[src/exec_pkg.sv]
package exec_pkg;

  localparam int XLEN       = 32;
  localparam int REG_W      = 5;
  localparam int CB_INDEX_W = 3;
  localparam int MUL_STAGES = 3;
  localparam int DIV_CYCLES = 32;
  localparam int DIV_CNT_W  = $clog2(DIV_CYCLES);

  typedef enum logic [4:0] {
    OP_NOP, OP_ADD, OP_SUB, OP_AND, OP_OR, OP_XOR, OP_SLT, OP_SLTU,
    OP_SLL, OP_SRL, OP_SRA, OP_BEQ, OP_BNE, OP_BLT, OP_BGE, OP_JAL,
    OP_JALR, OP_MUL, OP_MULHU, OP_DIVU, OP_REMU
  } exec_op_e;

  typedef enum logic [1:0] {
    DIV_IDLE,
    DIV_RUN,
    DIV_DONE
  } div_state_e;

  // One issued instruction with its operands
  typedef struct packed {
    logic                  valid;
    exec_op_e              op;
    logic [REG_W-1:0]      rd;
    logic [CB_INDEX_W-1:0] index;
    logic [XLEN-1:0]       rs1;
    logic [XLEN-1:0]       rs2;
    logic [XLEN-1:0]       imm;
    logic [XLEN-1:0]       pc;
  } exec_issue_t;

  // Register writeback toward the completion buffer
  typedef struct packed {
    logic                  valid;
    logic [REG_W-1:0]      rd;
    logic [CB_INDEX_W-1:0] index;
    logic [XLEN-1:0]       data;
  } wb_result_t;

  typedef struct packed {
    logic            is_branch;
    logic            is_jump;
    logic            taken;
    logic [XLEN-1:0] resolved_addr;
  } ctrl_flow_t;

  typedef struct packed {
    wb_result_t arith;
    wb_result_t mul;
    wb_result_t div;
    ctrl_flow_t flow;
  } commit_bundle_t;

endpackage

[src/alu_branch_unit.sv]
`timescale 1ns/1ps

module alu_branch_unit (
  input  exec_pkg::exec_issue_t issue,
  output exec_pkg::wb_result_t  arith,
  output exec_pkg::ctrl_flow_t  flow
);

  logic [exec_pkg::XLEN-1:0] alu_out;
  logic [exec_pkg::XLEN-1:0] pc_plus4;
  logic [exec_pkg::XLEN-1:0] pc_plus_imm;
  logic [exec_pkg::XLEN-1:0] jalr_sum;
  logic [4:0]                shamt;
  logic                      writes_rd;
  logic                      cond;
  logic                      is_branch;
  logic                      is_jump;

  assign shamt       = issue.rs2[4:0];
  assign pc_plus4    = issue.pc + (exec_pkg::XLEN)'(4);
  assign pc_plus_imm = issue.pc + issue.imm;
  assign jalr_sum    = issue.rs1 + issue.imm;

  // Register result, jumps write the link address
  always_comb begin
    alu_out   = '0;
    writes_rd = 1'b1;
    case (issue.op)
      exec_pkg::OP_ADD:  alu_out = issue.rs1 + issue.rs2;
      exec_pkg::OP_SUB:  alu_out = issue.rs1 - issue.rs2;
      exec_pkg::OP_AND:  alu_out = issue.rs1 & issue.rs2;
      exec_pkg::OP_OR:   alu_out = issue.rs1 | issue.rs2;
      exec_pkg::OP_XOR:  alu_out = issue.rs1 ^ issue.rs2;
      exec_pkg::OP_SLT:  alu_out[0] = $signed(issue.rs1) < $signed(issue.rs2);
      exec_pkg::OP_SLTU: alu_out[0] = issue.rs1 < issue.rs2;
      exec_pkg::OP_SLL:  alu_out = issue.rs1 << shamt;
      exec_pkg::OP_SRL:  alu_out = issue.rs1 >> shamt;
      exec_pkg::OP_SRA:  alu_out = $signed(issue.rs1) >>> shamt;
      exec_pkg::OP_JAL,
      exec_pkg::OP_JALR: alu_out = pc_plus4;
      default:           writes_rd = 1'b0;
    endcase
  end

  // Branch comparison, blt and bge are signed
  always_comb begin
    case (issue.op)
      exec_pkg::OP_BEQ: cond = issue.rs1 == issue.rs2;
      exec_pkg::OP_BNE: cond = issue.rs1 != issue.rs2;
      exec_pkg::OP_BLT: cond = $signed(issue.rs1) < $signed(issue.rs2);
      exec_pkg::OP_BGE: cond = $signed(issue.rs1) >= $signed(issue.rs2);
      default:          cond = 1'b0;
    endcase
  end

  assign is_branch = issue.valid && (issue.op inside {exec_pkg::OP_BEQ, exec_pkg::OP_BNE,
                                                      exec_pkg::OP_BLT, exec_pkg::OP_BGE});
  assign is_jump   = issue.valid && (issue.op inside {exec_pkg::OP_JAL, exec_pkg::OP_JALR});

  assign arith.valid = issue.valid & writes_rd;
  assign arith.rd    = issue.rd;
  assign arith.index = issue.index;
  assign arith.data  = alu_out;

  assign flow.is_branch = is_branch;
  assign flow.is_jump   = is_jump;
  assign flow.taken     = is_jump | (is_branch & cond);

  // jalr target has bit 0 forced low
  always_comb begin
    if (issue.op == exec_pkg::OP_JALR) begin
      flow.resolved_addr = {jalr_sum[exec_pkg::XLEN-1:1], 1'b0};
    end else if (issue.op == exec_pkg::OP_JAL || cond) begin
      flow.resolved_addr = pc_plus_imm;
    end else begin
      flow.resolved_addr = pc_plus4;
    end
  end

endmodule

[src/mul_pipe.sv]
`timescale 1ns/1ps

module mul_pipe (
  input  logic                  CLK,
  input  logic                  nRST,
  input  logic                  in_valid,
  input  exec_pkg::exec_issue_t issue,
  input  logic                  hold,
  input  logic                  clear,
  output exec_pkg::wb_result_t  result
);

  logic [exec_pkg::MUL_STAGES-1:0] vld;
  logic [exec_pkg::REG_W-1:0]      rd_q  [exec_pkg::MUL_STAGES];
  logic [exec_pkg::CB_INDEX_W-1:0] idx_q [exec_pkg::MUL_STAGES];

  logic [exec_pkg::XLEN-1:0]   op_a;
  logic [exec_pkg::XLEN-1:0]   op_b;
  logic                        hi_s1;
  logic                        hi_s2;
  logic [2*exec_pkg::XLEN-1:0] prod;
  logic [exec_pkg::XLEN-1:0]   data_q;

  // Valid bits are the only control state
  always_ff @(posedge CLK, negedge nRST) begin
    if (!nRST) begin
      vld <= '0;
    end else if (clear) begin
      vld <= '0;
    end else if (!hold) begin
      vld <= {vld[exec_pkg::MUL_STAGES-2:0], in_valid};
    end
  end

  // rd and index ride alongside the data
  always_ff @(posedge CLK) begin
    if (!hold) begin
      rd_q[0]  <= issue.rd;
      idx_q[0] <= issue.index;
      for (int i = 1; i < exec_pkg::MUL_STAGES; i++) begin
        rd_q[i]  <= rd_q[i-1];
        idx_q[i] <= idx_q[i-1];
      end
    end
  end

  // Operands, full product, then word select
  always_ff @(posedge CLK) begin
    if (!hold) begin
      op_a   <= issue.rs1;
      op_b   <= issue.rs2;
      hi_s1  <= issue.op == exec_pkg::OP_MULHU;
      prod   <= {{exec_pkg::XLEN{1'b0}}, op_a} * {{exec_pkg::XLEN{1'b0}}, op_b};
      hi_s2  <= hi_s1;
      data_q <= hi_s2 ? prod[2*exec_pkg::XLEN-1:exec_pkg::XLEN] : prod[exec_pkg::XLEN-1:0];
    end
  end

  assign result.valid = vld[exec_pkg::MUL_STAGES-1];
  assign result.rd    = rd_q[exec_pkg::MUL_STAGES-1];
  assign result.index = idx_q[exec_pkg::MUL_STAGES-1];
  assign result.data  = data_q;

endmodule

[src/div_ctrl_fsm.sv]
`timescale 1ns/1ps

module div_ctrl_fsm (
  input  logic                 CLK,
  input  logic                 nRST,
  input  logic                 start,
  input  logic                 hold,
  input  logic                 clear,
  input  logic                 last_iter,
  output exec_pkg::div_state_e state,
  output logic                 busy
);

  exec_pkg::div_state_e next_state;

  always_comb begin
    next_state = state;
    case (state)
      exec_pkg::DIV_IDLE: if (start) next_state = exec_pkg::DIV_RUN;
      exec_pkg::DIV_RUN:  if (last_iter) next_state = exec_pkg::DIV_DONE;
      // Result is offered for a single cycle
      exec_pkg::DIV_DONE: next_state = exec_pkg::DIV_IDLE;
      default:            next_state = exec_pkg::DIV_IDLE;
    endcase
  end

  // Flush aborts even while the commit side is stalled
  always_ff @(posedge CLK, negedge nRST) begin
    if (!nRST) begin
      state <= exec_pkg::DIV_IDLE;
    end else if (clear) begin
      state <= exec_pkg::DIV_IDLE;
    end else if (!hold) begin
      state <= next_state;
    end
  end

  assign busy = state != exec_pkg::DIV_IDLE;

endmodule

[src/div_iter_counter.sv]
`timescale 1ns/1ps

module div_iter_counter (
  input  logic                 CLK,
  input  logic                 nRST,
  input  exec_pkg::div_state_e state,
  input  logic                 hold,
  output logic                 last_iter
);

  logic [exec_pkg::DIV_CNT_W-1:0] count;

  // Restarts from zero whenever the divider leaves the run state
  always_ff @(posedge CLK, negedge nRST) begin
    if (!nRST) begin
      count <= '0;
    end else if (state != exec_pkg::DIV_RUN) begin
      count <= '0;
    end else if (!hold) begin
      count <= count + (exec_pkg::DIV_CNT_W)'(1);
    end
  end

  assign last_iter = (state == exec_pkg::DIV_RUN) &&
                     (count == (exec_pkg::DIV_CNT_W)'(exec_pkg::DIV_CYCLES - 1));

endmodule

[src/div_datapath.sv]
`timescale 1ns/1ps

module div_datapath (
  input  logic                  CLK,
  input  logic                  nRST,
  input  logic                  start,
  input  exec_pkg::exec_issue_t issue,
  input  exec_pkg::div_state_e  state,
  input  logic                  hold,
  output exec_pkg::wb_result_t  result
);

  logic [exec_pkg::XLEN-1:0]       rem_q;
  logic [exec_pkg::XLEN-1:0]       quo_q;
  logic [exec_pkg::XLEN-1:0]       divisor_q;
  logic [exec_pkg::REG_W-1:0]      rd_q;
  logic [exec_pkg::CB_INDEX_W-1:0] idx_q;
  logic                            rem_sel;

  logic [exec_pkg::XLEN:0] shifted;
  logic [exec_pkg::XLEN:0] diff;
  logic                    fits;

  // One restoring step, next dividend bit shifts in from the quotient register
  assign shifted = {rem_q, quo_q[exec_pkg::XLEN-1]};
  assign diff    = shifted - {1'b0, divisor_q};
  assign fits    = shifted >= {1'b0, divisor_q};

  // A zero divisor always fits, which leaves an all-ones quotient
  // and the dividend as remainder after the last step
  always_ff @(posedge CLK) begin
    if (start) begin
      rem_q     <= '0;
      quo_q     <= issue.rs1;
      divisor_q <= issue.rs2;
    end else if (state == exec_pkg::DIV_RUN && !hold) begin
      rem_q <= fits ? diff[exec_pkg::XLEN-1:0] : shifted[exec_pkg::XLEN-1:0];
      quo_q <= {quo_q[exec_pkg::XLEN-2:0], fits};
    end
  end

  // Tag of the divide in progress
  always_ff @(posedge CLK, negedge nRST) begin
    if (!nRST) begin
      rd_q    <= '0;
      idx_q   <= '0;
      rem_sel <= 1'b0;
    end else if (start) begin
      rd_q    <= issue.rd;
      idx_q   <= issue.index;
      rem_sel <= issue.op == exec_pkg::OP_REMU;
    end
  end

  assign result.valid = state == exec_pkg::DIV_DONE;
  assign result.rd    = rd_q;
  assign result.index = idx_q;
  assign result.data  = rem_sel ? rem_q : quo_q;

endmodule

[src/commit_latch.sv]
`timescale 1ns/1ps

module commit_latch (
  input  logic                     CLK,
  input  logic                     nRST,
  input  logic                     flush,
  input  logic                     stall_commit,
  input  exec_pkg::wb_result_t     arith,
  input  exec_pkg::ctrl_flow_t     flow,
  input  exec_pkg::wb_result_t     mul,
  input  exec_pkg::wb_result_t     div,
  output exec_pkg::commit_bundle_t commit
);

  // Flush wins over stall
  always_ff @(posedge CLK, negedge nRST) begin
    if (!nRST) begin
      commit <= '0;
    end else if (flush) begin
      commit <= '0;
    end else if (!stall_commit) begin
      commit.arith <= arith;
      commit.mul   <= mul;
      commit.div   <= div;
      commit.flow  <= flow;
    end
  end

endmodule

[src/execute_stage.sv]
`timescale 1ns/1ps

module execute_stage (
  input  logic                     CLK,
  input  logic                     nRST,
  input  exec_pkg::exec_issue_t    issue,
  output logic                     issue_ready,
  input  logic                     flush,
  input  logic                     stall_commit,
  output exec_pkg::commit_bundle_t commit,
  output logic                     div_busy
);

  exec_pkg::wb_result_t arith_raw;
  exec_pkg::wb_result_t arith;
  exec_pkg::ctrl_flow_t flow_raw;
  exec_pkg::ctrl_flow_t flow;
  exec_pkg::wb_result_t mul_res;
  exec_pkg::wb_result_t div_res;
  exec_pkg::div_state_e div_state;

  logic accept;
  logic is_mul;
  logic is_div;
  logic mul_start;
  logic div_start;
  logic last_iter;

  assign is_mul = issue.op inside {exec_pkg::OP_MUL, exec_pkg::OP_MULHU};
  assign is_div = issue.op inside {exec_pkg::OP_DIVU, exec_pkg::OP_REMU};

  // Only one divide in flight
  assign issue_ready = !stall_commit && !(div_busy && is_div);
  assign accept      = issue.valid && issue_ready;
  assign mul_start   = accept && is_mul;
  assign div_start   = accept && is_div;

  // Single-cycle results count only for accepted issues
  always_comb begin
    arith           = arith_raw;
    arith.valid     = arith_raw.valid & accept;
    flow            = flow_raw;
    flow.is_branch  = flow_raw.is_branch & accept;
    flow.is_jump    = flow_raw.is_jump & accept;
    flow.taken      = flow_raw.taken & accept;
  end

  alu_branch_unit alu_branch_unit_inst (
    .issue (issue),
    .arith (arith_raw),
    .flow  (flow_raw)
  );

  mul_pipe mul_pipe_inst (
    .CLK      (CLK),
    .nRST     (nRST),
    .in_valid (mul_start),
    .issue    (issue),
    .hold     (stall_commit),
    .clear    (flush),
    .result   (mul_res)
  );

  div_ctrl_fsm div_ctrl_fsm_inst (
    .CLK       (CLK),
    .nRST      (nRST),
    .start     (div_start),
    .hold      (stall_commit),
    .clear     (flush),
    .last_iter (last_iter),
    .state     (div_state),
    .busy      (div_busy)
  );

  div_iter_counter div_iter_counter_inst (
    .CLK       (CLK),
    .nRST      (nRST),
    .state     (div_state),
    .hold      (stall_commit),
    .last_iter (last_iter)
  );

  div_datapath div_datapath_inst (
    .CLK    (CLK),
    .nRST   (nRST),
    .start  (div_start),
    .issue  (issue),
    .state  (div_state),
    .hold   (stall_commit),
    .result (div_res)
  );

  commit_latch commit_latch_inst (
    .CLK          (CLK),
    .nRST         (nRST),
    .flush        (flush),
    .stall_commit (stall_commit),
    .arith        (arith),
    .flow         (flow),
    .mul          (mul_res),
    .div          (div_res),
    .commit       (commit)
  );

endmodule

[config.mk]
export PLATFORM = sky130hd
export DESIGN_NAME = execute_stage
export DESIGN_NICKNAME = d
export VERILOG_FILES = /design/src/exec_pkg.sv /design/src/alu_branch_unit.sv /design/src/mul_pipe.sv /design/src/div_ctrl_fsm.sv /design/src/div_iter_counter.sv /design/src/div_datapath.sv /design/src/commit_latch.sv /design/src/execute_stage.sv
export SDC_FILE = /design/constraint.sdc
export NUM_CORES = 2
export LEC_CHECK = 0
export BUFFER_PORTS_ARGS = -buffer_cell sky130_fd_sc_hd__buf_4
export CORE_MARGIN = 2
export CORE_UTILIZATION = 65
export CTS_CLUSTER_SIZE = 28
export DETAILED_ROUTE_END_ITERATION = 16
export PLACE_DENSITY_LB_ADDON = 0.12
export SETUP_SLACK_MARGIN = 0.02
export SYNTH_ARGS = -nofsm -noshare
export SYNTH_HDL_FRONTEND = slang
export SYNTH_SLANG_ARGS = --single-unit
[constraint.sdc]
create_clock -name CLK -period 12.7 [get_ports CLK]
set_input_delay 1.27 -clock CLK [delete_from_list [all_inputs] [get_ports CLK]]
set_output_delay 1.27 -clock CLK [all_outputs]
set_load 0.02 [all_outputs]
==> results.yml <==
clocking:
  clock_path_buffers: 3
  cts_resized: 0
  cts_max_level: 2
  clk-insertion-delay-late_ps: 710
  cts_buffers: 51
  clk_pin_slew_ps: 70
  holdBufCountCts: 0
  cts.sinks: 459
  cts_root_buffer: "clkbuf_16"
  cts_setup_buffers: 0
  cts_tree: "built"
critical_path:
  crit_family: "adder cells"
  path_cells: "and2_1 -> fa_1 -> fa_1 -> fa_1 -> inv_1 -> fa_1 -> inv_1 -> fa_1 -> fa_1 -> fa_1 -> fa_1 -> ha_1 -> a21o_1 -> a21o_1 -> a21oi_1 -> o21ai_0 -> a21boi_0 -> o21ai_0 -> o21ai_0 -> a21oi_1 -> a31oi_1 -> or4b_1 -> nand4_1"
  start_kind: "flip-flop"
  worst-path-stages: 23
  crit_arrival_ps: 9480
  r2r_start: "mul_pipe_inst.op_b[5]"
  critPathMaxStageDelay_ps: 1120
  crit_path_end_kind: "flip-flop"
  crit_fanout: 32
  crit_type: "reg -> reg"
  r2r_slack_ps: 3740
  reg2reg_to: "mul_pipe_inst.prod[56]"
  cp.required_ps: 13220
  cpMaxStageDelayCell: "edfxtp_1"
  cpMostUsedCell: "fa_1"
  rr_worst_depth: 23
  path_buf_inv: 2
die:
  ioPinCount: 306
  die_h_um: 318
  fp.dieArea_um2: 101000
  initial_core_util: 0.653
  die_x_um: 318
  fp-row-count: 115
  coreArea_um2: 97800
layout:
  area_delta_synth_final_pct: 7.78
  final_net_count: 8459
  drive_gt1_frac: 0.0894
  layout_common_cells: "inv_1 (1014), fa_1 (901), nand2_1 (712), and2_1 (620), ha_1 (456)"
  layout_commonest_cell: "inv_1"
  fill_cells: 7613
  multi_input_area_um2: 46000
  seq_area_um2: 12600
synth:
  ys.flop_type: "edfxtp_1"
  synth_edf_count: 250
  syn_nets: 8393
  yosys.area_share.xor_xnor: 0.0243
  syn_area_um2: 63900
  synthSimpleGateAreaFrac: 0.158
  synthAdderAreaFrac: 0.372
  seq_area_frac_synth: 0.197
  synthCells: 6890
  synth_area_per_cell_um2: 9.27
  synthArstFlopShare: 0.386
  synth-compound-area-share: 0.115
  synth_seq_cells: 459
  synth_top_family_by_area: "adder cells"
  synth.mux.area_fraction: 0.0498
  yosysWarnings: 0
  yosys.cell_types.count: 92
routing:
  drc: 0
  drt_wl_total_mm: 214
  drtPass1Iterations: 7
  wl_per_cell_um: 25.9
  vias: 52700
  final_antenna_net_count: 0
  via_per_inst: 6.36
  drt-initial-drc-count: 5211
timing:
  fin_setup_tns_ps: 0
  fmax_mhz: 112
  tightest_slew_ps: 1260
  setup_ws_ps: 3740
  min_period_over_period: 0.705
  min_period_ps: 8960
  finClkSkew_ps: 61.1
  maxSlewViolCount: 0
  slew_headroom: 0.159
  rsz0062_at_grt: "no"
  setup_violations: 0
  hold_violations: 0
placed_design:
  dp_hpwl_mm: 158
  io_buffers: 305
  place_congestion: 1.04
  pre_cts_slack_ps: 3900
global_routing:
  grt_max_degree: 83
  grt_overflow: 0
  antenna_found_initial: 14
  grt_pass1_wl_mm: 327
  grt_pass1_vias: 54800
  grt_use_total: 0.429
hold_path:
  min_path_type: "reg -> reg"
  hold_end: "mul_pipe_inst.rd_q[0][10]"
  hold_start: "mul_pipe_inst.rd_q[0][5]"
  holdPathStages: 0
job:
  maxCapViolations: 0
status:
  status: "completed"
logic make-up (layout without fill, tap and decap cells):
kind of cell    Yosys count  count (layout)
mux                     273             273
xor+xnor                177             177
flops                   459             459
buf+inv                1411            1520
compound gates         1144            1144
simple gates           2069            2069
fa+ha+maj              1357            1357
other cells               0               4
worst register-to-register path, stage by stage (launching register included):
cell,delay (ps)
edfxtp_1,1120
and2_1,310
fa_1,420
fa_1,490
fa_1,520
inv_1,50
fa_1,470
inv_1,50
fa_1,480
fa_1,570
fa_1,480
fa_1,570
ha_1,430
a21o_1,210
a21o_1,170
a21oi_1,240
o21ai_0,160
a21boi_0,230
o21ai_0,90
o21ai_0,380
a21oi_1,210
a31oi_1,600
or4b_1,490
nand4_1,100
metrics by stage:
step,instances,cell area [um^2],hold WS [ps],util
2_1_floorplan,6890,63900,400,-
3_3_place_gp,8190,67100,400,0.686
3_5_place_dp,8190,67100,406,0.686
4_1_cts,8286,68900,410,0.704
5_1_grt,8287,68900,424,0.704
6_report,8290,68900,410,0.704
cell type report:
cell class,instances,share of cell area
flip-flops and latches,459,0.183
repair buffers,405,0.0443
clock inverters,30,0.00487
clock buffers,66,0.0208
multi-input cells,5020,0.668
well taps,1287,0.0234
inverters,1019,0.0557
diodes,4,0.000145
sequential cells by signal, summed over array words and instances (netlist names):
name and cells:
div_datapath_inst.rem_q 32, mul_pipe_inst.op_a 32, div_datapath_inst.idx_q 3, div_datapath_inst.rd_q 5
mul_pipe_inst.idx_q 9, div_ctrl_fsm_inst.state 2, mul_pipe_inst.rd_q 15, div_iter_counter_inst.count 5
commit_latch_inst.commit 158, mul_pipe_inst.hi_s1 1, div_datapath_inst.divisor_q 32, mul_pipe_inst.prod 64
mul_pipe_inst.data_q 32, mul_pipe_inst.hi_s2 1, div_datapath_inst.rem_sel 1, div_datapath_inst.quo_q 32
mul_pipe_inst.op_b 32, mul_pipe_inst.vld 3
synth_stat cells, drive strengths merged, types with 10 or more instances:
master / count / area [um^2]
inv: 1017 / 3820
fa: 901 / 18000
nand2: 712 / 2670
and2: 621 / 3890
ha: 456 / 5710
nor2: 393 / 1480
clkbuf: 347 / 1300
a21oi: 333 / 1670
o21ai: 275 / 1390
edfxtp: 250 / 7510
mux2i: 192 / 1920
dfrtp: 177 / 4430
a21o: 114 / 860
xnor2: 106 / 928
nand3: 86 / 430
xor2: 71 / 622
nor3: 52 / 260
mux2: 50 / 563
a211oi: 48 / 360
buf: 45 / 256
o21bai: 42 / 315
a221oi: 40 / 350
a31oi: 34 / 213
dfxtp: 32 / 641
and3: 31 / 195
mux4: 31 / 698
nand4: 30 / 188
nand2b: 29 / 181
nor2b: 28 / 175
o211ai: 25 / 193
o221ai: 24 / 210
o31ai: 23 / 173
or3: 22 / 138
a221o: 21 / 210
o21a: 19 / 143
a22o: 16 / 140
a22oi: 16 / 120
nor4: 15 / 93.8
and4: 14 / 125
or2: 14 / 87.6
o22ai: 13 / 81.3
a32oi: 11 / 96.3
a211o: 10 / 88.8
worst max path at each step:
stage / slack (ps) / from / endpoint
after floorplan: 4950 / stall_commit / commit_latch_inst.commit[145]
after global placement: 4040 / mul_pipe_inst.op_b[5] / mul_pipe_inst.prod[56]
after detailed placement: 3900 / mul_pipe_inst.op_b[5] / mul_pipe_inst.prod[56]
after CTS: 3860 / mul_pipe_inst.op_b[5] / mul_pipe_inst.prod[56]
after global routing: 3420 / mul_pipe_inst.op_b[5] / mul_pipe_inst.prod[56]
final: 3740 / mul_pipe_inst.op_b[5] / mul_pipe_inst.prod[56]
metal layers:
layer	track usage	vias to the layer above	wire length (um)
met3	0.0722	855	19600
met5	0	-	33
met4	0.328	6	19900
li1	-	22600	-
met2	0.683	3092	99000
met1	0.525	26200	76000
Power is left out: the tool's default activity adds up to more than one toggle a clock period on the data nets, which glitch-free logic cannot reach.
